### src/hdl/hart_pkg.sv
/* Shared widths, RV32I opcode constants, ALU and write-back enums,
   decoder control struct and retire record */
package hart_pkg;

    typedef logic [31:0] word_t;      // Data, address and instruction word
    typedef logic [4:0]  reg_addr_t;  // Register index
    typedef logic [3:0]  byte_mask_t; // One bit per byte lane

    // Major opcodes, inst[6:0]
    localparam logic [6:0] OP_R      = 7'b0110011;
    localparam logic [6:0] OP_IMM    = 7'b0010011;
    localparam logic [6:0] OP_LOAD   = 7'b0000011;
    localparam logic [6:0] OP_STORE  = 7'b0100011;
    localparam logic [6:0] OP_BRANCH = 7'b1100011;
    localparam logic [6:0] OP_JAL    = 7'b1101111;
    localparam logic [6:0] OP_JALR   = 7'b1100111;
    localparam logic [6:0] OP_LUI    = 7'b0110111;
    localparam logic [6:0] OP_AUIPC  = 7'b0010111;
    localparam logic [6:0] OP_SYSTEM = 7'b1110011;

    // ALU operation class, encoded like funct3
    typedef enum logic [2:0] {
        ALU_ADD = 3'b000,
        ALU_SLL = 3'b001,
        ALU_SLT = 3'b010, // SLT and SLTU, split by unsigned_cmp
        ALU_XOR = 3'b100,
        ALU_SR  = 3'b101, // SRL and SRA, split by arith
        ALU_OR  = 3'b110,
        ALU_AND = 3'b111
    } alu_sel_e;

    // Register write-back source
    typedef enum logic [2:0] {
        WB_ALU,
        WB_MEM,
        WB_PC4,   // Link address
        WB_IMM,   // LUI
        WB_PC_IMM // AUIPC
    } wb_sel_e;

    typedef struct packed {
        alu_sel_e   alu_sel;
        logic       sub;
        logic       unsigned_cmp;
        logic       arith;
        logic       alu_src_imm;   // Operand 2 is the immediate
        logic       mem_read;
        logic       mem_write;
        logic [2:0] mem_funct3;    // Access size and signedness
        logic       reg_write;
        wb_sel_e    wb_sel;
        logic       is_branch;
        logic       is_jal;
        logic       is_jalr;
        logic [2:0] branch_funct3;
        logic       is_ebreak;
        logic       illegal;
    } ctrl_t;

    typedef struct packed {
        logic      valid;
        logic      trap;
        logic      halt;
        word_t     inst;
        word_t     pc;
        word_t     next_pc;
        reg_addr_t rd_waddr;
        word_t     rd_wdata;
    } retire_t;

endpackage

### src/hdl/alu.sv
/* Integer ALU with add/sub, shifts, logic, set-less-than
   and comparison flags for branches */
`timescale 1ns/1ps

module alu import hart_pkg::*; (
    input  alu_sel_e i_sel,
    input  logic     i_sub,
    input  logic     i_unsigned,
    input  logic     i_arith,
    input  word_t    i_op1,
    input  word_t    i_op2,
    output word_t    o_result,
    output logic     o_eq,
    output logic     o_lt
);

    word_t      sum;
    word_t      sra;   // Arithmetic right shift
    logic [4:0] shamt;

    assign sum   = i_sub ? (i_op1 - i_op2) : (i_op1 + i_op2);
    assign shamt = i_op2[4:0];
    assign sra   = $signed(i_op1) >>> shamt; // Kept apart to stay signed

    // Flags always valid, used by branches and SLT
    assign o_eq = (i_op1 == i_op2);
    assign o_lt = i_unsigned ? (i_op1 < i_op2) : ($signed(i_op1) < $signed(i_op2));

    always_comb begin
        case (i_sel)
            ALU_ADD: o_result = sum;
            ALU_SLL: o_result = i_op1 << shamt;
            ALU_SLT: o_result = {31'b0, o_lt};
            ALU_XOR: o_result = i_op1 ^ i_op2;
            ALU_SR:  o_result = i_arith ? sra : (i_op1 >> shamt);
            ALU_OR:  o_result = i_op1 | i_op2;
            ALU_AND: o_result = i_op1 & i_op2;
            default: o_result = sum;
        endcase
    end

endmodule

### src/hdl/decoder.sv
/* RV32I decoder, field extraction, control and ALU control,
   immediate generation and illegal opcode detection */
`timescale 1ns/1ps

module decoder import hart_pkg::*; (
    input  word_t     i_inst,
    output ctrl_t     o_ctrl,
    output word_t     o_imm,
    output reg_addr_t o_rs1,
    output reg_addr_t o_rs2,
    output reg_addr_t o_rd
);

    logic [6:0] opcode;
    logic [2:0] funct3;
    logic       alt;   // funct7 bit 5, SUB and SRA
    word_t      imm_i, imm_s, imm_b, imm_u, imm_j;

    // Operation class shared by OP and OP-IMM
    function automatic alu_sel_e alu_of(input logic [2:0] f3);
        case (f3)
            3'b001:         return ALU_SLL;
            3'b010, 3'b011: return ALU_SLT;
            3'b100:         return ALU_XOR;
            3'b101:         return ALU_SR;
            3'b110:         return ALU_OR;
            3'b111:         return ALU_AND;
            default:        return ALU_ADD;
        endcase
    endfunction

    // ============================================================
    // Fields and immediates
    // ============================================================
    assign opcode = i_inst[6:0];
    assign funct3 = i_inst[14:12];
    assign alt    = i_inst[30];
    assign o_rd   = i_inst[11:7];
    assign o_rs1  = i_inst[19:15];
    assign o_rs2  = i_inst[24:20];

    assign imm_i = {{20{i_inst[31]}}, i_inst[31:20]};
    assign imm_s = {{20{i_inst[31]}}, i_inst[31:25], i_inst[11:7]};
    assign imm_b = {{19{i_inst[31]}}, i_inst[31], i_inst[7],
                    i_inst[30:25], i_inst[11:8], 1'b0};
    assign imm_u = {i_inst[31:12], 12'b0};
    assign imm_j = {{11{i_inst[31]}}, i_inst[31], i_inst[19:12],
                    i_inst[20], i_inst[30:21], 1'b0};

    // ============================================================
    // Control
    // ============================================================
    always_comb begin
        o_ctrl               = '0;
        o_ctrl.alu_sel       = ALU_ADD; // Address and default add
        o_ctrl.wb_sel        = WB_ALU;
        o_ctrl.mem_funct3    = funct3;
        o_ctrl.branch_funct3 = funct3;
        o_imm                = imm_i;

        case (opcode)
            OP_R: begin
                o_ctrl.alu_sel      = alu_of(funct3);
                o_ctrl.sub          = alt & (funct3 == 3'b000);
                o_ctrl.unsigned_cmp = (funct3 == 3'b011);
                o_ctrl.arith        = alt;
                o_ctrl.reg_write    = 1'b1;
            end
            OP_IMM: begin
                o_ctrl.alu_sel      = alu_of(funct3); // ADDI never subtracts
                o_ctrl.unsigned_cmp = (funct3 == 3'b011);
                o_ctrl.arith        = alt & (funct3 == 3'b101); // SRAI only
                o_ctrl.alu_src_imm  = 1'b1;
                o_ctrl.reg_write    = 1'b1;
            end
            OP_LOAD: begin
                o_ctrl.alu_src_imm = 1'b1;
                o_ctrl.mem_read    = 1'b1;
                o_ctrl.reg_write   = 1'b1;
                o_ctrl.wb_sel      = WB_MEM;
            end
            OP_STORE: begin
                o_ctrl.alu_src_imm = 1'b1;
                o_ctrl.mem_write   = 1'b1;
                o_imm              = imm_s;
            end
            OP_BRANCH: begin
                o_ctrl.unsigned_cmp = funct3[1]; // BLTU, BGEU
                o_ctrl.is_branch    = 1'b1;
                o_imm               = imm_b;
            end
            OP_JAL: begin
                o_ctrl.is_jal    = 1'b1;
                o_ctrl.reg_write = 1'b1;
                o_ctrl.wb_sel    = WB_PC4;
                o_imm            = imm_j;
            end
            OP_JALR: begin
                o_ctrl.is_jalr   = 1'b1;
                o_ctrl.reg_write = 1'b1;
                o_ctrl.wb_sel    = WB_PC4;
            end
            OP_LUI: begin
                o_ctrl.reg_write = 1'b1;
                o_ctrl.wb_sel    = WB_IMM;
                o_imm            = imm_u;
            end
            OP_AUIPC: begin
                o_ctrl.reg_write = 1'b1;
                o_ctrl.wb_sel    = WB_PC_IMM;
                o_imm            = imm_u;
            end
            OP_SYSTEM: begin
                // Other SYSTEM forms fall through as no-ops
                o_ctrl.is_ebreak = (funct3 == 3'b000) && (i_inst[31:20] == 12'h001);
            end
            default: o_ctrl.illegal = 1'b1;
        endcase
    end

endmodule

### src/hdl/fetch_pc.sv
/* Program counter register, branch condition, jump targets
   and next-PC selection with target alignment check */
`timescale 1ns/1ps

module fetch_pc import hart_pkg::*; #(
    parameter word_t RESET_ADDR = '0
) (
    input  logic  i_clk,
    input  logic  i_rst,
    input  ctrl_t i_ctrl,
    input  word_t i_imm,
    input  word_t i_rs1_data,
    input  logic  i_alu_eq,
    input  logic  i_alu_lt,
    output word_t o_pc,
    output word_t o_pc_plus4,
    output word_t o_next_pc,
    output logic  o_target_misaligned
);

    word_t pc_q;
    word_t rel_target;  // PC + imm, branches and JAL
    word_t jalr_target; // rs1 + imm, bit 0 cleared
    logic  cond, taken, transfer;

    // Branch condition from funct3
    always_comb begin
        case (i_ctrl.branch_funct3)
            3'b000:         cond = i_alu_eq;  // BEQ
            3'b001:         cond = ~i_alu_eq; // BNE
            3'b100, 3'b110: cond = i_alu_lt;  // BLT, BLTU
            3'b101, 3'b111: cond = ~i_alu_lt; // BGE, BGEU
            default:        cond = 1'b0;
        endcase
    end

    assign taken       = i_ctrl.is_branch & cond;
    assign transfer    = taken | i_ctrl.is_jal | i_ctrl.is_jalr;
    assign rel_target  = pc_q + i_imm;
    assign jalr_target = (i_rs1_data + i_imm) & ~32'd1;
    assign o_pc_plus4  = pc_q + 32'd4;

    assign o_next_pc = i_ctrl.is_jalr               ? jalr_target :
                       (i_ctrl.is_jal | taken)       ? rel_target  :
                                                       o_pc_plus4;

    // Only bit 1 can be set on a JALR target
    assign o_target_misaligned = transfer & (o_next_pc[1:0] != 2'b00);
    assign o_pc                = pc_q;

    always_ff @(posedge i_clk) begin
        if (i_rst) begin
            pc_q <= RESET_ADDR;
        end else if (!o_target_misaligned) begin // Trapping jump stays put
            pc_q <= o_next_pc;
        end
    end

    a_pc_aligned: assert property (@(posedge i_clk) disable iff (i_rst)
        pc_q[1:0] == 2'b00)
        else $error("PC not word aligned: %h", pc_q);

endmodule

### src/hdl/hart.sv
/* Single-cycle RV32I hart top level, datapath glue,
   trap and halt logic, write gating and retire record */
`timescale 1ns/1ps

module hart import hart_pkg::*; #(
    parameter word_t RESET_ADDR = '0
) (
    input  logic       i_clk,
    input  logic       i_rst,
    output word_t      o_imem_raddr,
    input  word_t      i_imem_rdata,
    output word_t      o_dmem_addr,
    output logic       o_dmem_ren,
    output logic       o_dmem_wen,
    output word_t      o_dmem_wdata,
    output byte_mask_t o_dmem_mask,
    input  word_t      i_dmem_rdata,
    output retire_t    o_retire
);

    ctrl_t     ctrl;
    reg_addr_t rs1, rs2, rd;
    word_t     pc, pc_plus4, next_pc, imm;
    word_t     rs1_data, rs2_data, alu_op2, alu_result;
    word_t     load_data, wb_data;
    logic      alu_eq, alu_lt;
    logic      target_misaligned, mem_misaligned;
    logic      trap, halt, block, rd_wen;

    // ============================================================
    // Fetch and decode
    // ============================================================
    assign o_imem_raddr = pc; // Always word aligned

    fetch_pc #(.RESET_ADDR(RESET_ADDR)) u_fetch (
        .i_clk(i_clk), .i_rst(i_rst),
        .i_ctrl(ctrl), .i_imm(imm), .i_rs1_data(rs1_data),
        .i_alu_eq(alu_eq), .i_alu_lt(alu_lt),
        .o_pc(pc), .o_pc_plus4(pc_plus4), .o_next_pc(next_pc),
        .o_target_misaligned(target_misaligned)
    );

    decoder u_dec (
        .i_inst(i_imem_rdata), .o_ctrl(ctrl), .o_imm(imm),
        .o_rs1(rs1), .o_rs2(rs2), .o_rd(rd)
    );

    reg_file u_rf (
        .i_clk(i_clk), .i_rst(i_rst),
        .i_rs1_raddr(rs1), .i_rs2_raddr(rs2),
        .i_rd_waddr(rd), .i_rd_wdata(wb_data), .i_rd_wen(rd_wen),
        .o_rs1_rdata(rs1_data), .o_rs2_rdata(rs2_data)
    );

    // ============================================================
    // Execute and memory
    // ============================================================
    assign alu_op2 = ctrl.alu_src_imm ? imm : rs2_data;

    alu u_alu (
        .i_sel(ctrl.alu_sel), .i_sub(ctrl.sub), .i_unsigned(ctrl.unsigned_cmp),
        .i_arith(ctrl.arith), .i_op1(rs1_data), .i_op2(alu_op2),
        .o_result(alu_result), .o_eq(alu_eq), .o_lt(alu_lt)
    );

    load_store u_lsu (
        .i_ctrl(ctrl), .i_addr(alu_result), .i_store_data(rs2_data),
        .i_dmem_rdata(i_dmem_rdata), .i_block(block),
        .o_dmem_addr(o_dmem_addr), .o_dmem_ren(o_dmem_ren), .o_dmem_wen(o_dmem_wen),
        .o_dmem_wdata(o_dmem_wdata), .o_dmem_mask(o_dmem_mask),
        .o_load_data(load_data), .o_misaligned(mem_misaligned)
    );

    // Write-back source
    always_comb begin
        case (ctrl.wb_sel)
            WB_MEM:    wb_data = load_data;
            WB_PC4:    wb_data = pc_plus4;
            WB_IMM:    wb_data = imm;
            WB_PC_IMM: wb_data = pc + imm; // AUIPC
            default:   wb_data = alu_result;
        endcase
    end

    // ============================================================
    // Trap, halt and retire
    // ============================================================
    assign trap   = ctrl.illegal | target_misaligned | mem_misaligned;
    assign halt   = trap | ctrl.is_ebreak;
    assign block  = trap | i_rst; // No architectural writes
    assign rd_wen = ctrl.reg_write & ~block;

    always_comb begin
        o_retire.valid    = ~i_rst;
        o_retire.trap     = trap;
        o_retire.halt     = halt;
        o_retire.inst     = i_imem_rdata;
        o_retire.pc       = pc;
        o_retire.next_pc  = next_pc;
        // Zero when nothing is written or rd is x0
        o_retire.rd_waddr = rd_wen ? rd : '0;
        o_retire.rd_wdata = (rd_wen && rd != '0) ? wb_data : '0;
    end

    // Lane count of a store matches its access size
    a_wen_mask: assert property (@(posedge i_clk) disable iff (i_rst)
        o_dmem_wen |-> ($countones(o_dmem_mask) ==
                        (ctrl.mem_funct3[1] ? 4 : (ctrl.mem_funct3[0] ? 2 : 1))))
        else $error("store byte mask does not match access size");

endmodule

### src/hdl/load_store.sv
/* Load/store unit, word-aligned address, store lanes and mask,
   load extraction with extension and misalignment check */
`timescale 1ns/1ps

module load_store import hart_pkg::*; (
    input  ctrl_t      i_ctrl,
    input  word_t      i_addr,
    input  word_t      i_store_data,
    input  word_t      i_dmem_rdata,
    input  logic       i_block,      // Trap or reset
    output word_t      o_dmem_addr,
    output logic       o_dmem_ren,
    output logic       o_dmem_wen,
    output word_t      o_dmem_wdata,
    output byte_mask_t o_dmem_mask,
    output word_t      o_load_data,
    output logic       o_misaligned
);

    logic [1:0] off;       // Byte offset in word
    logic [1:0] size;      // 0 byte, 1 half, 2 word
    logic       bad_align;
    word_t      lane_data; // Addressed lane moved to bit 0

    assign off  = i_addr[1:0];
    assign size = i_ctrl.mem_funct3[1:0];

    assign o_dmem_addr = {i_addr[31:2], 2'b00};
    assign o_dmem_ren  = i_ctrl.mem_read & ~i_block;
    assign o_dmem_wen  = i_ctrl.mem_write & ~i_block;

    // Store lanes
    assign o_dmem_wdata = i_store_data << {off, 3'b000};

    always_comb begin
        case (size)
            2'b00:   o_dmem_mask = 4'b0001 << off;
            2'b01:   o_dmem_mask = 4'b0011 << off;
            default: o_dmem_mask = 4'b1111;
        endcase
    end

    // Alignment by access size
    always_comb begin
        case (size)
            2'b00:   bad_align = 1'b0;
            2'b01:   bad_align = off[0];
            default: bad_align = |off;
        endcase
    end

    assign o_misaligned = (i_ctrl.mem_read | i_ctrl.mem_write) & bad_align;

    // Load extraction
    assign lane_data = i_dmem_rdata >> {off, 3'b000};

    always_comb begin
        case (i_ctrl.mem_funct3)
            3'b000:  o_load_data = {{24{lane_data[7]}}, lane_data[7:0]};   // LB
            3'b001:  o_load_data = {{16{lane_data[15]}}, lane_data[15:0]}; // LH
            3'b100:  o_load_data = {24'b0, lane_data[7:0]};                // LBU
            3'b101:  o_load_data = {16'b0, lane_data[15:0]};               // LHU
            default: o_load_data = lane_data;                              // LW
        endcase
    end

endmodule

### src/hdl/reg_file.sv
/* Integer register file, x0 held at zero,
   two combinational read ports and one write port */
`timescale 1ns/1ps

module reg_file import hart_pkg::*; (
    input  logic      i_clk,
    input  logic      i_rst,
    input  reg_addr_t i_rs1_raddr,
    input  reg_addr_t i_rs2_raddr,
    input  reg_addr_t i_rd_waddr,
    input  word_t     i_rd_wdata,
    input  logic      i_rd_wen,
    output word_t     o_rs1_rdata,
    output word_t     o_rs2_rdata
);

    word_t regs [32]; // x0 cleared by reset, never written

    always_ff @(posedge i_clk) begin
        if (i_rst) begin
            for (int i = 0; i < 32; i++) begin
                regs[i] <= '0;
            end
        end else if (i_rd_wen && i_rd_waddr != '0) begin
            regs[i_rd_waddr] <= i_rd_wdata;
        end
    end

    // Reads see the old value during a write cycle
    assign o_rs1_rdata = regs[i_rs1_raddr];
    assign o_rs2_rdata = regs[i_rs2_raddr];

    // x0 stays zero even after a write aimed at it
    a_x0_zero: assert property (@(posedge i_clk) disable iff (i_rst)
        ((i_rs1_raddr != '0) || (o_rs1_rdata == '0)) &&
        ((i_rs2_raddr != '0) || (o_rs2_rdata == '0)))
        else $error("x0 read returned non-zero");

endmodule

### config.mk
export PLATFORM = sky130hd
export DESIGN_NAME = hart
export DESIGN_NICKNAME = d
export VERILOG_FILES = /design/src/hdl/hart_pkg.sv /design/src/hdl/alu.sv /design/src/hdl/decoder.sv /design/src/hdl/fetch_pc.sv /design/src/hdl/hart.sv /design/src/hdl/load_store.sv /design/src/hdl/reg_file.sv
export SDC_FILE = /design/constraint.sdc
export NUM_CORES = 2
export LEC_CHECK = 0
export BUFFER_PORTS_ARGS = -buffer_cell sky130_fd_sc_hd__buf_2
export CORE_ASPECT_RATIO = 2
export CORE_UTILIZATION = 41
export DETAILED_ROUTE_END_ITERATION = 10
export GPL_TIMING_DRIVEN = 0
export PLACE_DENSITY = 0.68
export SYNTH_ARGS = -nofsm -noshare
export SYNTH_HDL_FRONTEND = slang
export SYNTH_HIERARCHICAL = 1
export SYNTH_SLANG_ARGS = --single-unit
### constraint.sdc
create_clock -name i_clk -period 10.3 [get_ports i_clk]
set_input_delay 2.06 -clock i_clk [delete_from_list [all_inputs] [get_ports i_clk]]
set_output_delay 2.06 -clock i_clk [all_outputs]
set_load 0.02 [all_outputs]
== Word-level counts from Yosys, hierarchy flattened ==
Memory sizes are Yosys's and may differ from the RTL's.
Index checks and enable logic that the tools add are counted.
Storage, ports and cells
  bits in registers: 32
  RAM bits: 1024
  output and inout port bits: 238
  logic and storage cells: 123
  memories: 1
Operators by class
  $add $sub $neg: 5
  $lt $le $gt $ge: 2
  equality and inequality tests: 30
  shifts and indexed selects: 7
  muxes and demuxes: 38
  bitwise gates (word level): 22
  reduce and logical (&&, ||, !) cells: 17
Memories
  u_rf.regs: words 32, width 32, read ports 2, clocked after Yosys merged registers in 0, wr ports 32, line reg_file.sv:17  | word_t regs [32];
Operators by type and width (count)
  32-bit one-hot mux with 4 select lines: 2
  32-bit two-way mux: 7
  32-bit one-hot mux with 6 select lines: 1
  31-bit one-hot mux with 4 select lines: 1
  32-bit adder: 3
  32-bit less-than comparator: 2
  32-bit by 5-bit left shift with 32-bit output: 2
  32-bit by 5-bit right shift with 32-bit output: 2
  32-bit by 3-bit adder with 32-bit output, second input constant: 1
  32-bit bitwise AND: 1
  32-bit equality test: 1
  32-bit OR: 1
  32-bit OR reduction: 1
  32-bit by 5-bit >>> shifter with 32-bit output: 1
  32-bit subtractor: 1
  32-bit bitwise XOR: 1
  7-bit equality test, second input constant: 4
  3-bit equality test, second input constant: 9
  7-bit by 6-bit equality test with 1-bit output, second input constant: 3
  3-bit one-hot mux with 6 select lines: 1
  1-bit two-way mux: 17
  3-bit by 2-bit equality test with 1-bit output, second input constant: 5
  7-bit by 5-bit equality test with 1-bit output, second input constant: 2
  2-bit OR reduction: 7
  other kinds (23): 45

== Logic depth before layout (Yosys ltp) ==
  depth after elaboration: 25
  mapped depth: 41
  mapped depth without buffers: 30

== Hierarchy ==
The synthesis kept the hierarchy.
Modules (own cells, without submodules)
  reg_file: instances 1, cells each 4605, area each 55888.6 sq um, seq. area each 30749.5 sq um
  alu: instances 1, cells each 1286, area each 8959.8 sq um, seq. area each 0.0 sq um
  fetch_pc: instances 1, cells each 839, area each 5789.3 sq um, seq. area each 640.6 sq um
  hart: instances 1, cells each 666, area each 4638.2 sq um, seq. area each 0.0 sq um
  load_store: instances 1, cells each 252, area each 1630.3 sq um, seq. area each 0.0 sq um
  decoder: instances 1, cells each 127, area each 892.1 sq um, seq. area each 0.0 sq um

== Worst setup path before layout ==
No wires, ideal clock.
  path kind: input-to-output
  from: in i_imem_rdata[3]
  to: out o_retire[21] (netlist bit)
  arrival: 9208 ps
  data required time: 8240 ps
  slack: -968 ps
  stages on the path: 35
  path through: buf_2 > nor2_1 > nand2_1 > a21oi_1 > clkbuf_1 > buf_1 > mux2_2 > buf_2 > inv_1 > buf_2 > buf_2 > buf_2 > ha_1 > buf_2 > o21ba_2 > o21bai_1 > a21oi_1 > o2111ai_1 > and3b_1 > o21bai_1 > o31ai_2 > a21o_1 > nand2_1 > xor2_1 > a22o_1 > a21o_1 > nand2_1 > o21a_1 > inv_1 > clkbuf_1 > or4_1 > nor2_2 > o21ai_0 > clkbuf_1 > a211oi_1
RTL lines
  start, declared: line hart.sv:11  | input word_t i_imem_rdata,
  end, declared: line hart.sv:18  | output retire_t o_retire

==> flow_summary_export.csv <==
group,metric,value,unit
run_status,outcome,"finished with violations",
run_status,violations,"capacitance limit, slew limit, setup timing",
critical_path,worst-path-buf-inv,9,
placement,dp_slack,-5260,ps
worst_hold_path,hp-start,"u_fetch/o_pc[0]$_SDFFE_PP0N_",
logic_synthesis,netlist_area,77800,um^2
logic_synthesis,syn_area_per_cell,10.0,um^2
clock_tree,numCtsBuffers,97,
pwr,max-vdd-ir-drop,0.151,mV
final_layout,layout-drive-gt1-share,0.219,
timing,setup_ws,-909,ps
clock_tree,clkTransAtPathRegs,70,ps
timing,finalCritPeriodShare,1.09,
die,die_area,192000,um^2
critical_path,cp-startpoint,"i_imem_rdata[18]",
global_routing,grt_use_total,0.463,
drt,routed_via_density,6.59,
logic_synthesis,synthArstFlopShare,0,
timing,drv_slew,5,
drt,drtPass1Iterations,8,
critical_path,start_kind,"input port",
placement,place_congestion,1.10,
timing,fin_worst_skew,115,ps
worst_hold_path,hp-class,"reg2reg",
drt,finalWirelength,452,mm
critical_path,crit_family,"compound AO/OA/AOI/OAI gates",
die,initial_utilization,0.414,
die,die_h,618,um
critical_path,r2r-start,"u_rf/regs[2][0]$_SDFFCE_PN0P_",
pwr,p_switching,6.63,mW
timing,relSlewSlack,-0.0352,
drt,postRouteAntennaNets,0,
critical_path,arrival,9150,ps
global_routing,antenna_found_initial,52,
final_layout,area_growth,20.3,%
clock_tree,cts_tree,"yes",
timing,tightest_slew,1540,ps
clock_tree,clockBufferDepth,3,
placement,place_hpwl,351,mm
logic_synthesis,synth_edf_count,1024,
critical_path,required,8240,ps
clock_tree,clock_latency,790,ps
critical_path,setup.worst_path.class,"in2out",
timing,max_freq,89.2,MHz
critical_path,crit_path_top_delay_cell,"nand2b_1",
final_layout,nets,8683,
logic_synthesis,netlist_instances,7775,
logic_synthesis,synth_cell_types,118,
clock_tree,cts.htree.levels,3,
pwr,clkPwrFrac,0.247,
clock_tree,numClockSinks,1056,
critical_path,cp_slowest_stage_delay,510,ps
global_routing,overflow,0,
drt,initialDrtViolationCount,7166,
drt,drc,0,
global_routing,grt_max_degree,33,
final_layout,nFillCells,17600,
clock_tree,postCtsHoldBufs,0,
critical_path,end_kind,"primary output",
logic_synthesis,synth_seq_cells,1056,
timing,period_needed,11210,ps
final_layout,fin_area,93600,um^2
logic_synthesis,synth_seq_area_share,0.403,
die,core-area,188000,um^2
pwr,leakagePower,38.5,nW
die,die_w,310,um
timing,rsz0062_at_grt,"yes",
pwr,intPower,8.91,mW
placement,numPortBuffers,297,
drt,via_count,72800,
timing,setup_viol,315,
pwr,power_density,166,nW/um^2
die,io-pin-count,304,
placement,place_area,83100,um^2
logic_synthesis,yosysWarnings,6,
drt,wl_per_cell,40.9,um
die,rows,225,
global_routing,first_global_vias,72400,
logic_synthesis,synthFlopType,"edfxtp_1",
pwr,switching_share,0.427,
pwr,power_frac_seq,0.319,
critical_path,cpMostUsedCell,"buf_4",
run,maxCapViolCount,1,
clock_tree,cts-root-buf,"clkbuf_16",
pwr,comb_power_share,0.434,
critical_path,path_max_fanout,10,
timing,hold_violations,0,
global_routing,grt_pass1_wl,598,mm
## per-stage QoR
stage	power (mW)	setup TNS, ps	std cells	utilization	hold slack [ps]
global placement	10.5	-8663370	10600	0.440	637
detailed placement	10.6	-8393890	10600	0.442	647
CTS	15.0	-24990	11000	0.487	657
floorplan	7.96	0	7807	-	567
global route	15.7	-26500	11000	0.497	677
finish	15.5	-51100	11000	0.497	687
## what timing repair did
action | CTS | global route
gates resized for setup | 899 | 388
gates cloned | 6 | 2
endpoints found under the hold margin | 0 | 0
pin swaps | 86 | 96
endpoints found under the setup margin | 2155 | 1279
setup buffers | 161 | 56
## path summary, 6_finish.rpt
path                                                       to  slack, ps  cells past startpoint
worst max-delay path                             o_retire[20]       -910                     30
worst min-delay path             u_fetch/o_pc[0]$_SDFFE_PP0N_        690                      2
worst max register to register  u_rf/regs[5][3]$_SDFFCE_PN0P_       1440                     34
worst min register to register   u_fetch/o_pc[0]$_SDFFE_PP0N_        690                      2
## cells in the mapped netlist, drive strengths merged (10+ instances only)
| library cell | number | area share |
|---|---|---|
| xnor2 | 74 | 0.0083 |
| o21a | 46 | 0.0045 |
| a22o | 153 | 0.017 |
| o221ai | 16 | 0.0018 |
| and3 | 27 | 0.0022 |
| o311ai | 12 | 0.0014 |
| buf | 425 | 0.035 |
| nor3 | 135 | 0.0089 |
| o22ai | 47 | 0.0038 |
| nand2 | 478 | 0.023 |
| nor2b | 56 | 0.0045 |
| inv | 150 | 0.0072 |
| nand4 | 50 | 0.0040 |
| a31oi | 97 | 0.0079 |
| a211o | 20 | 0.0023 |
| ha | 190 | 0.031 |
| nand3 | 272 | 0.018 |
| and2 | 1034 | 0.083 |
| a211oi | 67 | 0.0065 |
| clkbuf | 361 | 0.018 |
| xor2 | 38 | 0.0043 |
| nand2b | 39 | 0.0031 |
| nor4 | 18 | 0.0017 |
| edfxtp | 1024 | 0.40 |
| nor2 | 304 | 0.016 |
| a22oi | 206 | 0.020 |
| dfxtp | 32 | 0.0082 |
| or2 | 58 | 0.0047 |
| a21o | 65 | 0.0063 |
| or3 | 35 | 0.0028 |
| o211ai | 39 | 0.0038 |
| a221oi | 38 | 0.0045 |
| mux2 | 77 | 0.011 |
| o31ai | 25 | 0.0025 |
| and4 | 10 | 0.0011 |
| o21ai | 209 | 0.013 |
| a21oi | 475 | 0.031 |
| or4 | 12 | 0.0012 |
| a21boi | 10 | 0.0010 |
| nand3b | 12 | 0.0012 |
| mux4 | 55 | 0.016 |
| o21bai | 27 | 0.0028 |
| mux2i | 1117 | 0.14 |
## tightest hold or removal path, cell delays in order, from the launching register on
cell	delay [ps]
dfxtp_1	480
inv_1	110
nor2_1	50
## per-layer routing
metal	GRT usage	share of wire	up-vias	wire, um
met5	0.00103	0.00036	-	161
met4	0.574	0.15	24	68500
met3	0.130	0.082	2465	36900
met2	0.782	0.48	5117	218000
met1	0.398	0.28	35400	128000
li1	-	-	29800	-
## area by class of cell
cell class | instances | area (um^2) | area share
inverter | 152 | 629 | 0.00673
multi-input combinational | 5814 | 45100 | 0.482
sequential | 1056 | 31400 | 0.336
tap | 2497 | 3120 | 0.0334
clock inverter | 68 | 830 | 0.00887
clock buffer | 111 | 2480 | 0.0265
timing repair buffer | 536 | 4150 | 0.0444
buffer | 765 | 5710 | 0.0610
antenna | 45 | 113 | 0.00120
## cells in the final DEF, fill, tap and decap left out, types with 43 or more instances in the layout
cell,n
mux2i_1,1097
edfxtp_1,1024
and2_1,1023
nand2_1,469
a21oi_1,436
buf_4,366
buf_2,363
nor2_1,274
clkbuf_1,238
a22oi_1,182
ha_1,180
nand3_1,172
o21ai_0,153
a22o_1,149
inv_1,137
nor3_1,111
buf_6,111
clkbuf_16,106
xnor2_1,72
nand3_4,64
a21o_1,62
buf_12,61
mux2_2,58
a211oi_1,57
mux4_2,54
nand4_1,50
nor2b_1,48
diode_2,45
o21ai_1,43
## power groups by stage
stage / Sequential [mW] / Combinational, mW / Clock, mW
2_1_floorplan: 5.01 / 2.95 / 0
3_3_place_gp: 5.03 / 5.50 / 0
3_5_place_dp: 5.05 / 5.57 / 0
4_1_cts: 4.95 / 6.16 / 3.84
5_1_grt: 4.97 / 6.76 / 3.98
6_report: 4.96 / 6.75 / 3.83
## registers in the layout, indices dropped and copies added, names as in the netlist
signal        flops
u_fetch/o_pc     32
u_rf/regs      1024
## kinds of logic after synthesis
kind of cell,Yosys count,share of synthesized area
DFF,1056,0.403
AOI/OAI and AO/OA,1649,0.142
buffers and inverters,938,0.0600
other,2,0.0000965
and+or+nand+nor,2574,0.179
xor gates and xnor gates,112,0.0126
adders and majority gates,195,0.0318
muxes,1249,0.171
Power figures use the tool's default switching activity.
